### config.mk
export PLATFORM = sky130hd
export DESIGN_NAME = uart_cmd_top
export DESIGN_NICKNAME = d
export VERILOG_FILES = /design/src/uart_cmd_pkg.sv /design/src/uart_cmd_master.sv /design/src/uart_cmd_top.sv /design/src/uart_rx.sv /design/src/uart_tx.sv
export SDC_FILE = /design/constraint.sdc
export NUM_CORES = 1
export LEC_CHECK = 0
export ABC_CLOCK_PERIOD_IN_PS = 2200
export BUFFER_PORTS_ARGS = -buffer_cell sky130_fd_sc_hd__buf_2
export CAP_MARGIN = 20
export CORE_MARGIN = 2
export CORE_UTILIZATION = 54
export DETAILED_ROUTE_END_ITERATION = 8
export GPL_ROUTABILITY_DRIVEN = 0
export PLACE_DENSITY = 0.87
export REMOVE_ABC_BUFFERS = 1
export SYNTH_ARGS = -nofsm -noshare
export SYNTH_HDL_FRONTEND = slang
export SYNTH_SLANG_ARGS = --single-unit
### constraint.sdc
create_clock -name clk -period 2.2 [get_ports clk]
set_input_delay 0.33 -clock clk [delete_from_list [all_inputs] [get_ports clk]]
set_output_delay 0.33 -clock clk [all_outputs]
set_load 0.02 [all_outputs]
### src/uart_cmd_pkg.sv
`default_nettype none

package uart_cmd_pkg;

  // bits per frame: start, 8 data, parity, stop
  localparam int FRAME_BITS = 11;

  // bit times allowed between our last stop bit and a response
  localparam int RESP_TIMEOUT_BITS = 40;

  // command word, first byte on the line is {rd, addr}
  typedef struct packed {
    logic       rd;
    logic [6:0] addr;
    logic [7:0] data;
  } cmd_t;

  // one frame as seen by the receiver
  typedef struct packed {
    logic [7:0] data;
    logic       parity_err;
    logic       frame_err;
  } rx_byte_t;

  // returned to the host with read_rdy
  typedef struct packed {
    logic [7:0] data;
    logic       err;
  } read_resp_t;

endpackage

`default_nettype wire

### src/uart_cmd_master.sv
`timescale 1ns/1ps
`default_nettype none

module uart_cmd_master #(
  parameter int CLKS_PER_BIT = 8
) (
  input  wire                          clk,
  input  wire                          rst_n,
  input  wire uart_cmd_pkg::cmd_t      cmd,
  input  wire                          cmd_vld,
  output logic                         cmd_rdy,
  output logic [7:0]                   tx_byte,
  output logic                         tx_start,
  input  wire                          tx_busy,
  input  wire                          rx_vld,
  input  wire uart_cmd_pkg::rx_byte_t  rx_byte,
  output logic                         read_rdy,
  output uart_cmd_pkg::read_resp_t     read_resp
);

  localparam int TIMEOUT_CLKS = uart_cmd_pkg::RESP_TIMEOUT_BITS * CLKS_PER_BIT;
  localparam int TW           = $clog2(TIMEOUT_CLKS);

  typedef enum logic [2:0] {
    S_IDLE,
    S_HI,
    S_LO,
    S_WAIT,
    S_RESP
  } state_t;

  state_t             state;
  uart_cmd_pkg::cmd_t cmd_q;
  logic               lo_sent;
  logic [TW-1:0]      to_cnt;
  logic               accept;
  logic               timeout;
  logic               rx_ok;

  assign accept  = cmd_vld & cmd_rdy;
  assign timeout = (to_cnt == TW'(TIMEOUT_CLKS - 1));
  assign rx_ok   = ~rx_byte.parity_err & ~rx_byte.frame_err;

  // next frame goes out as soon as the transmitter is free
  assign tx_start = !tx_busy && (state == S_HI || (state == S_LO && !lo_sent));
  assign tx_byte  = (state == S_HI) ? {cmd_q.rd, cmd_q.addr} : cmd_q.data;

  always_ff @(posedge clk) begin
    if (accept) begin
      cmd_q <= cmd;
    end
  end

  always_ff @(posedge clk or negedge rst_n) begin
    if (!rst_n) begin
      state    <= S_IDLE;
      cmd_rdy  <= 1'b1;
      lo_sent  <= 1'b0;
      to_cnt   <= '0;
      read_rdy <= 1'b0;
    end else begin
      read_rdy <= 1'b0;
      case (state)
        S_IDLE: begin
          if (accept) begin
            state   <= S_HI;
            cmd_rdy <= 1'b0;
          end
        end
        S_HI: begin
          lo_sent <= 1'b0;
          if (tx_start) begin
            state <= S_LO;
          end
        end
        S_LO: begin
          if (tx_start) begin
            lo_sent <= 1'b1;
          end else if (!tx_busy) begin
            // second frame fully on the line
            if (cmd_q.rd) begin
              state  <= S_WAIT;
              to_cnt <= '0;
            end else begin
              state   <= S_IDLE;
              cmd_rdy <= 1'b1;
            end
          end
        end
        S_WAIT: begin
          if (rx_vld) begin
            state  <= S_RESP;
            to_cnt <= '0;
          end else if (timeout) begin
            state <= S_RESP;
          end else begin
            to_cnt <= to_cnt + TW'(1);
          end
        end
        S_RESP: begin
          state    <= S_IDLE;
          cmd_rdy  <= 1'b1;
          read_rdy <= 1'b1;
        end
        default: begin
          state <= S_IDLE;
        end
      endcase
    end
  end

  // bad frame or no frame both read as zero with err
  always_ff @(posedge clk) begin
    if (state == S_WAIT && (rx_vld || timeout)) begin
      if (rx_vld && rx_ok) begin
        read_resp.data <= rx_byte.data;
        read_resp.err  <= 1'b0;
      end else begin
        read_resp.data <= '0;
        read_resp.err  <= 1'b1;
      end
    end
  end

  assert property (@(posedge clk) disable iff (!rst_n) (state != S_IDLE) |-> !cmd_rdy)
    else $error("uart_cmd_master: cmd_rdy high while busy");

  assert property (@(posedge clk) disable iff (!rst_n) read_rdy |-> cmd_q.rd)
    else $error("uart_cmd_master: read response for a write command");

endmodule

`default_nettype wire

### src/uart_cmd_top.sv
`timescale 1ns/1ps
`default_nettype none

module uart_cmd_top #(
  parameter int CLK_FREQ  = 25_000_000,
  parameter int BAUD_RATE = 3_125_000
) (
  input  wire                       clk,
  input  wire                       rst_n,
  input  wire uart_cmd_pkg::cmd_t   cmd,
  input  wire                       cmd_vld,
  output logic                      cmd_rdy,
  input  wire                       rx,
  output logic                      tx,
  output logic                      read_rdy,
  output uart_cmd_pkg::read_resp_t  read_resp
);

  // integer division only, needs at least 4 clocks per bit
  localparam int CLKS_PER_BIT = CLK_FREQ / BAUD_RATE;

  logic [7:0]             tx_byte;
  logic                   tx_start;
  logic                   tx_busy;
  logic                   rx_vld;
  uart_cmd_pkg::rx_byte_t rx_byte;

  uart_cmd_master #(
    .CLKS_PER_BIT (CLKS_PER_BIT)
  ) u_master (
    .clk       (clk),
    .rst_n     (rst_n),
    .cmd       (cmd),
    .cmd_vld   (cmd_vld),
    .cmd_rdy   (cmd_rdy),
    .tx_byte   (tx_byte),
    .tx_start  (tx_start),
    .tx_busy   (tx_busy),
    .rx_vld    (rx_vld),
    .rx_byte   (rx_byte),
    .read_rdy  (read_rdy),
    .read_resp (read_resp)
  );

  uart_tx #(
    .CLKS_PER_BIT (CLKS_PER_BIT)
  ) u_tx (
    .clk      (clk),
    .rst_n    (rst_n),
    .tx_byte  (tx_byte),
    .tx_start (tx_start),
    .tx       (tx),
    .tx_busy  (tx_busy)
  );

  uart_rx #(
    .CLKS_PER_BIT (CLKS_PER_BIT)
  ) u_rx (
    .clk     (clk),
    .rst_n   (rst_n),
    .rx      (rx),
    .rx_vld  (rx_vld),
    .rx_byte (rx_byte)
  );

endmodule

`default_nettype wire

### src/uart_rx.sv
`timescale 1ns/1ps
`default_nettype none

module uart_rx #(
  parameter int CLKS_PER_BIT = 8
) (
  input  wire                    clk,
  input  wire                    rst_n,
  input  wire                    rx,
  output logic                   rx_vld,
  output uart_cmd_pkg::rx_byte_t rx_byte
);

  localparam int CW       = $clog2(CLKS_PER_BIT);
  localparam int HALF     = CLKS_PER_BIT / 2;
  localparam int PAR_IDX  = uart_cmd_pkg::FRAME_BITS - 2;
  localparam int STOP_IDX = uart_cmd_pkg::FRAME_BITS - 1;

  logic          rx_s1;
  logic          rx_s2;
  logic          rx_q;
  logic          start_edge;
  logic          active;
  logic [CW-1:0] clk_cnt;
  logic [CW-1:0] cnt_target;
  logic [3:0]    bit_idx;
  logic          sample;
  logic [7:0]    data_sr;
  logic          par_bit;

  // two-stage synchronizer plus a delayed copy for edge detect
  always_ff @(posedge clk or negedge rst_n) begin
    if (!rst_n) begin
      rx_s1 <= 1'b1;
      rx_s2 <= 1'b1;
      rx_q  <= 1'b1;
    end else begin
      rx_s1 <= rx;
      rx_s2 <= rx_s1;
      rx_q  <= rx_s2;
    end
  end

  assign start_edge = rx_q & ~rx_s2;

  // half a bit to the middle of start, then full bits
  assign cnt_target = (bit_idx == 4'd0) ? CW'(HALF - 1) : CW'(CLKS_PER_BIT - 1);
  assign sample     = active && (clk_cnt == cnt_target);

  always_ff @(posedge clk or negedge rst_n) begin
    if (!rst_n) begin
      active  <= 1'b0;
      clk_cnt <= '0;
      bit_idx <= '0;
      rx_vld  <= 1'b0;
    end else begin
      rx_vld <= 1'b0;
      if (!active) begin
        clk_cnt <= '0;
        bit_idx <= '0;
        if (start_edge) begin
          active <= 1'b1;
        end
      end else if (sample) begin
        clk_cnt <= '0;
        if (bit_idx == 4'd0 && rx_s2) begin
          // glitch, not a real start bit
          active <= 1'b0;
        end else if (bit_idx == 4'(STOP_IDX)) begin
          active <= 1'b0;
          rx_vld <= 1'b1;
        end else begin
          bit_idx <= bit_idx + 4'd1;
        end
      end else begin
        clk_cnt <= clk_cnt + CW'(1);
      end
    end
  end

  // data lsb first, then parity, then stop
  always_ff @(posedge clk) begin
    if (sample) begin
      if (bit_idx >= 4'd1 && bit_idx <= 4'd8) begin
        data_sr <= {rx_s2, data_sr[7:1]};
      end
      if (bit_idx == 4'(PAR_IDX)) begin
        par_bit <= rx_s2;
      end
      if (bit_idx == 4'(STOP_IDX)) begin
        rx_byte.data       <= data_sr;
        rx_byte.parity_err <= (par_bit != ~^data_sr);
        rx_byte.frame_err  <= ~rx_s2;
      end
    end
  end

  assert property (@(posedge clk) disable iff (!rst_n) active |-> (bit_idx <= 4'(STOP_IDX)))
    else $error("uart_rx: bit index past the stop bit");

endmodule

`default_nettype wire

### src/uart_tx.sv
`timescale 1ns/1ps
`default_nettype none

module uart_tx #(
  parameter int CLKS_PER_BIT = 8
) (
  input  wire        clk,
  input  wire        rst_n,
  input  wire  [7:0] tx_byte,
  input  wire        tx_start,
  output logic       tx,
  output logic       tx_busy
);

  localparam int CW       = $clog2(CLKS_PER_BIT);
  localparam int FB       = uart_cmd_pkg::FRAME_BITS;
  localparam int LAST_BIT = FB - 1;

  logic [FB-1:0] shreg;
  logic [CW-1:0] clk_cnt;
  logic [3:0]    bit_cnt;
  logic          bit_done;

  assign bit_done = (clk_cnt == CW'(CLKS_PER_BIT - 1));

  // line follows bit 0 of the shift register, all ones when idle
  assign tx = shreg[0];

  always_ff @(posedge clk or negedge rst_n) begin
    if (!rst_n) begin
      shreg   <= '1;
      clk_cnt <= '0;
      bit_cnt <= '0;
      tx_busy <= 1'b0;
    end else if (!tx_busy) begin
      if (tx_start) begin
        // stop, odd parity, data, start
        shreg   <= {1'b1, ~^tx_byte, tx_byte, 1'b0};
        clk_cnt <= '0;
        bit_cnt <= '0;
        tx_busy <= 1'b1;
      end
    end else if (bit_done) begin
      clk_cnt <= '0;
      shreg   <= {1'b1, shreg[FB-1:1]};
      if (bit_cnt == 4'(LAST_BIT)) begin
        tx_busy <= 1'b0;
      end else begin
        bit_cnt <= bit_cnt + 4'd1;
      end
    end else begin
      clk_cnt <= clk_cnt + CW'(1);
    end
  end

  // the master must wait for the previous frame to finish
  assert property (@(posedge clk) disable iff (!rst_n) tx_start |-> !tx_busy)
    else $error("uart_tx: tx_start while a frame is in progress");

endmodule

`default_nettype wire
==> results of run 1 <==
## layout make-up
cell class	instances	area, sq um	area share, %
clock buffers	9	124	2.73
clock inverters	7	76.3	1.68
inverters	11	41.3	0.909
multi-input cells	214	1460	32.1
flip-flops and latches	89	2460	54.3
well taps	99	124	2.73
repair buffers	42	253	5.57
## sequential cells by signal, summed over array words and instances (netlist names), 3 cells and up
| name | count |
|---|---|
| u_master.cmd_q | 16 |
| u_rx.rx_byte | 10 |
| u_tx.shreg | 10 |
| u_master.read_resp | 9 |
| u_master.to_cnt | 9 |
| u_rx.data_sr | 8 |
| u_rx.bit_idx | 4 |
| u_tx.bit_cnt | 4 |
| u_master.state | 3 |
| u_rx.clk_cnt | 3 |
| u_tx.clk_cnt | 3 |
## path summary, 6_finish.rpt
kind / end / startpoint / slack, ns
worst max register to register: u_rx.data_sr[4] / u_rx.bit_idx[1] / 0.17
worst min register to register: u_rx.rx_s2 / u_rx.rx_s1 / 0.36
worst max-delay path: u_rx.data_sr[4] / u_rx.bit_idx[1] / 0.17
worst min-delay path: u_rx.rx_s1 / rx / 0.05
max in group asynchronous: u_tx.shreg[7] / rst_n / 1.14
min in group asynchronous: u_tx.bit_cnt[3] / rst_n / 0.47
## per-stage QoR
step | util (%) | hold slack, ns | area, sq um
final | 62.9 | 0.0546 | 4540
after global routing | 62.9 | 0.0413 | 4540
after CTS | 62.8 | 0.0487 | 4530
after detailed placement | 59.9 | 0.338 | 4320
after global placement | 59.9 | 0.335 | 4320
after floorplan | - | 0.0344 | 3960
## worst max-delay path, delay by kind of cell, from the launching register on
family | cells | cell delay [ns]
buffers and inverters | 2 | 0.30
DFF | 1 | 0.42
adders and majority gates | 1 | 0.20
AOI/OAI and AO/OA | 1 | 0.22
and+or+nand+nor | 3 | 0.48
xor gates and xnor gates | 1 | 0.13
## layout by cell type (no fill, tap or decap), drive strengths merged, types with 11 or more instances in the layout
| master | count |
|---|---|
| a21oi | 14 |
| and2 | 12 |
| buf | 41 |
| dfrtp | 31 |
| dfstp | 14 |
| edfxtp | 44 |
| inv | 15 |
| mux2i | 11 |
| nand2 | 29 |
| nor2 | 17 |
| o21ai | 26 |
| xnor2 | 28 |
## per-layer routing
layer | GRT usage [%] | routed length, microns | up-vias | part of all wire, %
li1 | - | - | 1223 | -
met1 | 21.8 | 2850 | 1196 | 43
met2 | 29.3 | 3340 | 49 | 51
met3 | 4.44 | 188 | 15 | 2.9
met4 | 8.46 | 187 | 0 | 2.8
met5 | 0 | 0 | - | 0
## kinds of logic after synthesis
kind of cell / after synthesis / share of synthesized area [%]
and+or+nand+nor: 101 / 13.4
DFF: 89 / 61.5
muxes: 20 / 5.27
adders and majority gates: 10 / 3.12
AOI/OAI and AO/OA: 53 / 7.86
xor gates and xnor gates: 30 / 6.55
buffers and inverters: 22 / 2.37
## where the power goes
group / internal, mW / switching (mW) / leakage, nW
sequential: 1.85 / 0.0820 / 0.926
combinational: 0.208 / 0.227 / 0.752
clock: 0.537 / 0.602 / 0.0987
## repair_timing
action / in CTS / in global routing
resized for setup: 0 / 3
hold buffers: 1 / 0
endpoints found under the hold margin: 13 / 0
setup endpoints to repair: 0 / 11
==> summary.md, run 1 <==
| Metric | Value |
|---|---|
| Pwr Density | `771 nW/um^2` |
| Largest net degree at the start of global routing | `26` |
| Reg clk slew, reported paths | `0.09 ns` |
| Post-synth EDFFs | `44` |
| Synthesized area | `4010 sq um` |
| Core ar. | `7210 sq um` |
| Max_slew headroom | `53.7%` |
| Buffers on Ports | `31` |
| First-pass GRT wire length | `11,400 microns` |
| Final net count | `397` |
| Critical Path Fanout Max | `8` |
| Place WS | `approximately 0.11 ns` |
| Cells after DPL | `454` |
| Worst R2R Path Depth | `8` |
| Distinct cells, synth | `43` |
| Final Hold Viols | `0` |
| Status | `finished, final reports clean` |
| Vias | `2,483` |
| H-tree levels | `3` |
| Worst-margin pin slew | `0.689 ns` |
| Minimum clock period | `2.03 ns` |
| Most common cell in the netlist | `edfxtp_1` |
| # rows | `31` |
| Setup ws final | `0.168 ns` |
| Die X | `around 90 microns` |
| Final routed DRC violation total | `0` |
| Hold depth | `1` |
| Final Max Slew Viols | `0` |
| Fin crit share | `92.4%` |
| Antenna violations before repair | `0` |
| Avg WL per Cell | `approximately 14 microns` |
| CTS tree | `yes` |
| RSZ-0062 raised after global routing | `no` |
| Root Buffer | `clkbuf_8` |
| Vias per std cell | `5.27` |
| I/O pin cnt | `32` |
| Hold WC Path Type | `in -> reg` |
| Synth Register Bits | `89` |
| Synth-to-layout area growth | `13.2%` |
| Placed wire-length estimate | `4600 microns` |
| CTS Buf Count | `9` |
| Req. time, crit path | `between 2 and 2.5 ns` |
| Fraction of layout cells with a size suffix above 1 | `23.4%` |
| # diodes | `0` |
| Gr usage total | `between 10% and 20%` |
| Clock latency reported for the late side of the worst-skew pair | `0.36 ns` |
| CP max stage delay | `0.42 ns` |
| Yosys top cell by area | `edfxtp_1` |
| WS Path Type | `reg -> reg` |
| CP startpoint kind | `register` |
| CP Cell Sequence | `inv_1, ha_2, nor3b_2, xnor2_1, nor2b_1, nand2_1, a211oi_2, buf_4` |
| Clock Tree Buf Depth | `2` |
| Setup violators final | `0` |
| Peak supply drop | `0.568 mV` |
| Sum Neg Setup Slack | `0 ns` |
| F_max | `0.492 GHz` |
| Pwr Total | `3.50 mW` |
| Post-Layout Cell Count | `~470` |
| Synth warn | `0` |
| Drt total wl | `about 6600 microns` |
| Vias in the first global route | `2,501` |
| Grt ovf | `0` |
| Syn Inst Count | `325` |
| First DRT Iteration DRCs | `a little over 100` |
| Critical path endpoint category | `register` |
| Fillcell total | `573` |
| Register area share after synthesis | `61.5%` |
| Slowest CP cell | `dfrtp_1` |
| Initial Util | `55.6%` |
| Leakage | `roughly 1.8 nW` |
| Max Clock Skew | `0.00998 ns` |
| Ys async rst share | `50.6%` |
| Drt pass-1 iters | `4` |
| Crit path DAT | `2.11 ns` |
| Area contributors post-synth | `edfxtp_1 (33%), dfrtp_1 (19%), dfstp_2 (9.2%)` |
| Die ar. | `8130 sq um` |
| Die Height | `90.2 microns` |
| Setup bufs post-CTS | `0` |
| Clock sink count | `89` |
| Synth top area share | `about a third` |
| Syn Area/Cell | `approximately 12 sq um` |
| Top_reg_cell synth | `edfxtp_1` |
| Routed Antenna Nets | `0` |
| Most instantiated cells after synthesis | `edfxtp_1 (44), dfrtp_1 (31), nand2_1 (29), xnor2_1 (28), o21ai_0 (25)` |
| Max-Cap Viols | `0` |
Note: power is estimated with default switching activity, not from simulation.
==> inputs of run 2 (changes only) <==
ABC_CLOCK_PERIOD_IN_PS = 2500   (was 2200)
CORE_ASPECT_RATIO = 0.75   (was unset)
CORE_UTILIZATION = 55   (was 54)
PLACE_DENSITY = 0.85   (was 0.87)
clock period = 2.5 ns   (was 2.2 ns; I/O delays follow)
==> run 2 against run 1 <==
First-iteration DRC count is 4.9% higher; non-clock buffer count is 4 lower; fmax is 5.0% lower; core utilization is 1.5 points higher; largest cell class unchanged; worst hold slack better by 0.057 ns; clock power is 26% lower; register-to-register slack better by 0.19 ns; die area is 1.7% lower; count of clock-buffer cells in the layout is 3 higher; clock skew is 0.0034 ns lower.
==> summary.md, run 2 (same netlist as run 1, synthesis figures left out) <==
| Metric | Value |
|---|---|
| CP max stage delay | `0.51 ns (+0.09 ns)` |
| Clock latency reported for the late side of the worst-skew pair | `0.35 ns (about the same)` |
| Post-Layout Cell Count | `466 (-1.1%)` |
| Cell family with most CP delay | `compound AO/OA/AOI/OAI gates` |
| Routed Antenna Nets | `0 (unchanged)` |
| Synth-to-layout area growth | `11.4%` |
| Fraction of layout cells with a size suffix above 1 | `21.2% (-2.2 points)` |
| Final Max Slew Viols | `0 (unchanged)` |
| Slowest CP cell | `dfrtp_1` |
| CP startpoint kind | `register` |
| Vias | `2,433 (-2.0%)` |
| H-tree levels | `3 (unchanged)` |
| Post-CTS resize count | `0 (unchanged)` |
| Crit path DAT | `2.42 ns (+0.31 ns)` |
| Hold WC Path Type | `in -> reg` |
| Clock Tree Buf Depth | `2 (unchanged)` |
| Pwr Density | `650 nW/um^2 (-16%)` |
| Max_slew headroom | `55.9% (+2.2 points)` |
| Final Hold Viols | `0 (unchanged)` |
| Minimum clock period | `2.14 ns (+0.106 ns)` |
| Max Clock Skew | `0.00655 ns (-0.00343 ns)` |
| Die X | `103 microns (+14%)` |
| Die Height | `78.0 microns (-14%)` |
| # rows | `26 (-16%)` |
| Most common cell after layout, fill and taps aside | `edfxtp_1` |
| Critical path endpoint category | `register` |
| # diodes | `0 (unchanged)` |
| Initial Util | `57.9% (+2.3 points)` |
| F_max | `0.468 GHz (-5.0%)` |
| Max-Cap Viols | `0 (unchanged)` |
| Most frequent cells in the layout | `edfxtp_1 (44), buf_2 (31), dfrtp_1 (31), nand2_1 (29), xnor2_1 (28)` |
| Drt pass-1 iters | `4 (unchanged)` |
| Cells after DPL | `448 (-1.3%)` |
| Vias in the first global route | `2,318 (-7.3%)` |
| Place WS | `0.372 ns (+0.259 ns)` |
| Leakage | `1.74 nW (-2.3%)` |
| Status | `finished, final reports clean` |
| CTS Buf Count | `9 (unchanged)` |
| Gr usage total | `18.0% (+0.35 points)` |
| Grt ovf | `0 (unchanged)` |
| WS Path Type | `reg -> reg` |
| Drt total wl | `6290 microns (-4.2%)` |
| Final routed DRC violation total | `0 (unchanged)` |
| Die ar. | `8000 sq um (-1.7%)` |
| Vias per std cell | `5.22 (-0.96%)` |
| Antenna violations before repair | `0 (unchanged)` |
| Req. time, crit path | `2.78 ns (+0.51 ns)` |
| Setup violators final | `0 (unchanged)` |
| Sum Neg Setup Slack | `0 ns (unchanged)` |
| Worst-margin pin slew | `0.657 ns (-0.0322 ns)` |
| I/O pin cnt | `32 (unchanged)` |
| Critical Path Fanout Max | `13 (+5)` |
| Setup ws final | `0.362 ns (+0.194 ns)` |
| Largest net degree at the start of global routing | `46 (+77%)` |
| Buffers on Ports | `31 (unchanged)` |
| CP Buf/Inv Count | `0 (-2)` |
| CP Cell Sequence | `or3b_4, a211oi_4, a21o_1, mux2_2` |
| First-pass GRT wire length | `10,900 microns (-4.1%)` |
| Dpl cell area | `4270 sq um (-1.2%)` |
| Root Buffer | `clkbuf_8` |
| RSZ-0062 raised after global routing | `no` |
| Final instance area | `4470 sq um (-1.6%)` |
| Final net count | `393 (-1.0%)` |
| Largest register FFs | `16 (unchanged)` |
| Reg clk slew, reported paths | `0.08 ns (about the same)` |
| Hold Slack | `0.112 ns (+0.0573 ns)` |
| Biggest regs | `u_master.cmd_q: 16 flops, u_rx.rx_byte: 10 flops, u_tx.shreg: 10 flops` |
| Core ar. | `6930 sq um (-4.0%)` |
| Placed wire-length estimate | `4490 microns (-2.3%)` |
| Top reg by flops | `u_master.cmd_q` |
| Avg WL per Cell | `13.5 microns (-3.2%)` |
| Peak supply drop | `0.345 mV (-39%)` |
| CTS tree | `yes` |
| Fin crit share | `85.5% (-6.8 points)` |
| Clock sink count | `89 (unchanged)` |
| First DRT Iteration DRCs | `107 (+4.9%)` |
[run 2: layer usage]
metal / GRT usage (%) / part of all wire (%) / vias to the layer above
met1: 27.1 / 49 / 1171
met2: 24.4 / 46 / 40
met5: 0 / 0 / -
li1: - / - / 1216
met4: 4.67 / 0.80 / 0
met3: 7.12 / 3.8 / 6
[run 2: power by group]
part           internal [mW]  total (mW)  switching (mW)
clock network          0.364       0.843           0.479
registers               1.63        1.70          0.0697
logic                  0.179       0.366           0.187
total                   2.17        2.90           0.735
[run 2: layout make-up]
cell class,instances,area (sq um)
clock inverter,4,30.0
multi-input combinational,214,1450
inverter,11,41.3
tap,98,123
timing repair buffer,38,223
clock buffer,12,135
fill,508,2460
sequential,89,2460
[run 2: worst register-to-register path, stage by stage, from the launching register on]
cell and delay, ns:
dfrtp_1 0.51, or3b_4 0.46, a211oi_4 0.32, a21o_1 0.38
mux2_2 0.40
[run 2: worst paths after layout]
kind / slack (ns) / start / endpoint / cells after the start
hold reg to reg: 0.36 / u_rx.rx_s1 / u_rx.rx_s2 / 0
min in group asynchronous: 0.35 / rst_n / u_tx.clk_cnt[2] / 2
max in group asynchronous: 1.67 / rst_n / u_rx.rx_s1 / 3
hold / removal: 0.11 / rx / u_rx.rx_s1 / 1
setup reg to reg: 0.36 / u_master.state[0] / u_tx.shreg[6] / 4
setup / recovery: 0.36 / u_master.state[0] / u_tx.shreg[6] / 4
[run 2: through the flow]
step,util [%],power [mW]
after floorplan,-,1.98
after CTS,64.0,2.94
after global routing,64.5,3.05
after global placement,61.6,2.06
final,64.5,2.90
after detailed placement,61.6,2.09
[run 2: what timing repair did]
item | 4_1_cts | 5_1_grt
hold buffers | 0 | 1
endpoints found under the setup margin | 0 | 0
setup buffers | 0 | 0
endpoints found under the hold margin | 0 | 3
==> inputs of run 3 (changes only) <==
ABC_AREA = 1   (was unset)
==> run 3 against run 2 <==
Clock power grew 19%; fmax shrank 5.1%; synthesized cell count grew 28%; non-clock buffer count grew 2; core utilization shrank 0.86 points; worst hold slack lost 0.0096 ns; critical path type unchanged; largest cell class unchanged.
==> summary.md, run 3 <==
| Metric | Value |
|---|---|
| Peak supply drop | `0.487 mV (+41%)` |
| Reg2Reg Launch Point | `u_master.state[2]` |
| Syn Inst Count | `417 (+28%)` |
| Worst R2R End | `u_master.read_resp[2]` |
| Pwr Density | `671 nW/um^2 (+3.2%)` |
| Die Height | `79.8 microns (+2.3%)` |
| Final Max Slew Viols | `0 (unchanged)` |
| Top_reg_cell synth | `edfxtp_1` |
| Max-Cap Viols | `0 (unchanged)` |
| Final routed DRC violation total | `0 (unchanged)` |
| Die ar. | `8380 sq um (+4.8%)` |
| Sum Neg Setup Slack | `0 ns (unchanged)` |
| Setup bufs post-CTS | `0 (unchanged)` |
| # rows | `27 (+3.8%)` |
| Post-synth EDFFs | `44 (unchanged)` |
| Worst R2R Path Depth | `10 (+6)` |
| RSZ-0062 raised after global routing | `no` |
| Most instantiated cells after synthesis | `nand2_1 (102), inv_1 (47), edfxtp_1 (44), nor2_1 (40), dfrtp_1 (31)` |
| Most common cell in the netlist | `nand2_1` |
| Clock Tree Buf Depth | `2 (unchanged)` |
| # diodes | `0 (unchanged)` |
| R2R setup slack | `0.25 ns (-0.11 ns)` |
| Area contributors post-synth | `edfxtp_1 (31%), dfrtp_1 (18%), nand2_1 (9.1%)` |
| Req. time, crit path | `2.57 ns (-0.21 ns)` |
| Reg clk slew, reported paths | `0.09 ns (about the same)` |
| Hold depth | `1 (unchanged)` |
| CP startpoint kind | `register` |
| Avg WL per Cell | `13.5 microns (-0.21%)` |
| Drt total wl | `7640 microns (+21%)` |
| Synth top area share | `31.4% (-1.6 points)` |
| Top reg by flops | `u_master.cmd_q` |
| Gr usage total | `19.4% (+1.4 points)` |
| Leakage | `2.07 nW (+19%)` |
| Most common cell after layout, fill and taps aside | `nand2_1` |
| Register area share after synthesis | `58.5% (-2.9 points)` |
| Die X | `105 microns (+2.4%)` |
| H-tree levels | `3 (unchanged)` |
| Fraction of layout cells with a size suffix above 1 | `20.8% (-0.38 points)` |
| Largest register FFs | `16 (unchanged)` |
| Antenna violations before repair | `0 (unchanged)` |
| Grt ovf | `0 (unchanged)` |
| CTS Buf Count | `9 (unchanged)` |
| Hold Slack | `0.102 ns (-0.00962 ns)` |
| Vias | `2,907 (+19%)` |
| Drt pass-1 iters | `5 (+1)` |
| I/O pin cnt | `32 (unchanged)` |
| F_max | `0.444 GHz (-5.1%)` |
| Fillcell total | `588 (+16%)` |
| Syn Area/Cell | `10.1 sq um (-18%)` |
| Synthesized area | `4210 sq um (+5.0%)` |
| Distinct cells, synth | `39 (-9.3%)` |
| CTS tree | `yes` |
| Most frequent cells in the layout | `nand2_1 (101), inv_1 (47), edfxtp_1 (44), nor2_1 (40)` |
| Largest net degree at the start of global routing | `30 (-35%)` |
| Final Hold Viols | `0 (unchanged)` |
| Hold WC Path Type | `in -> reg` |
| Root Buffer | `clkbuf_8` |
| Status | `finished, final reports clean` |
| Hold Startpoint | `rx` |
| Vias in the first global route | `2,781 (+20%)` |
| Buffers on Ports | `31 (unchanged)` |
| Minimum clock period | `2.25 ns (+0.114 ns)` |
| Ys async rst share | `50.6% (unchanged)` |
| Fin crit share | `90.1% (+4.6 points)` |
| Routed Antenna Nets | `0 (unchanged)` |
| Setup violators final | `0 (unchanged)` |
| Critical path endpoint category | `register` |
| Initial Util | `56.9% (-0.95 points)` |
| Placed wire-length estimate | `5420 microns (+21%)` |
| Biggest regs | `u_master.cmd_q: 16 flops, u_rx.rx_byte: 10 flops, u_tx.shreg: 10 flops` |
| Synth-to-layout area growth | `11.7%` |
| Synth warn | `0 (unchanged)` |
| First DRT Iteration DRCs | `226 (+110%)` |
| Max Clock Skew | `0.00929 ns (+0.00274 ns)` |
| Clock latency reported for the late side of the worst-skew pair | `0.36 ns (about the same)` |
| Synth Register Bits | `89 (unchanged)` |
| WS Path Type | `reg -> reg` |
| Worst-margin pin slew | `0.509 ns (-0.147 ns)` |
| Hold Crit Endpoint | `u_rx.rx_s1` |
| Yosys top cell by area | `edfxtp_1` |
| First-pass GRT wire length | `12,700 microns (+16%)` |
| Core ar. | `7400 sq um (+6.8%)` |
| Critical Path Fanout Max | `16 (+3)` |
| Crit path DAT | `2.33 ns (-0.09 ns)` |
| Vias per std cell | `5.13 (-1.8%)` |
| Max_slew headroom | `65.8% (+9.9 points)` |
| Clock sink count | `89 (unchanged)` |
| Final net count | `491 (+25%)` |
run 3: cell types whose count changed after synthesis, sizes merged, moves of 8 or more:
cell and delta:
nand2 +84, inv +39, nor2 +28, xnor2 -22, nand3 +18, and2 -12
mux2i -11, xor2 +11, mux2 -9, nand2b -8
run 3: layout make-up:
class / instances / area, sq um / area share (%)
Inverter: 50 / 188 / 3.99
Timing Repair Buffer: 40 / 225 / 4.79
Tap cell: 101 / 126 / 2.69
Clock buffer: 9 / 124 / 2.63
Multi-Input combinational cell: 271 / 1500 / 31.9
Clock inverter: 7 / 77.6 / 1.65
Sequential cell: 89 / 2460 / 52.4
run 3: how the worst max path moves through the flow:
stage | start | end | slack (ns) | depth (start not counted)
6_report | u_master.state[2] | u_master.read_resp[2] | 0.25 | 10
3_5_place_dp | u_master.state[2] | u_master.read_resp[0] | 0.17 | 10
4_1_cts | u_master.state[2] | u_master.read_resp[2] | 0.15 | 10
2_1_floorplan | u_master.state[2] | u_master.read_resp[0] | 0.006 | 9
5_1_grt | u_master.state[2] | u_master.read_resp[2] | 0.07 | 10
3_3_place_gp | u_master.state[2] | u_master.read_resp[0] | 0.28 | 10
run 3: kinds of logic after synthesis:
logic type               Yosys count  share of synthesized area (%)
AND/OR/NAND/NOR                  196                           21.9
flip-flops                        89                           58.5
buffers and inverters             57                           6.09
AO/OA/AOI/OAI                     46                           6.60
XOR/XNOR                          19                           3.95
adder cells (fa/ha/maj)           10                           2.97
run 3: metrics by stage:
| stage | worst slack, ns | util (%) | cells | total power [mW] | cell area (sq um) |
|---|---|---|---|---|---|
| after global placement | 0.282 | 60.6 | 550 | 2.15 | 4480 |
| after floorplan | 0.00614 | - | 410 | 2.05 | 4140 |
| after detailed placement | 0.167 | 60.6 | 550 | 2.18 | 4480 |
| after CTS | 0.145 | 63.5 | 567 | 3.18 | 4700 |
| final | 0.248 | 63.6 | 567 | 3.16 | 4710 |
| after global routing | 0.0669 | 63.6 | 567 | 3.31 | 4710 |
run 3: worst max-delay path, stage by stage, from the launching register on:
cell and delay (ns):
dfrtp_1 0.44, inv_2 0.26, nand3_4 0.20, nand2_2 0.16, nand2_2 0.07, nor2_2 0.14
nand2_2 0.14, nand4_4 0.15, nand3_4 0.12, nor2_1 0.11, buf_4 0.18
run 3: layer usage:
layer	track usage (%)	part of all wire [%]
met5	0	0
met2	30.3	46
met3	5.71	5.1
met1	26.4	47
met4	6.27	1.6
run 3: power breakdown:
| part | internal [mW] | switching (mW) |
|---|---|---|
| logic | 0.159 | 0.250 |
| clock network | 0.470 | 0.529 |
| registers | 1.66 | 0.0867 |
run 3: repair_timing:
action                     4_1_cts  5_1_grt
hold endpoints to repair        16        0
hold buffers                     1        0
setup endpoints to repair        0        9
gates resized for setup          0        2
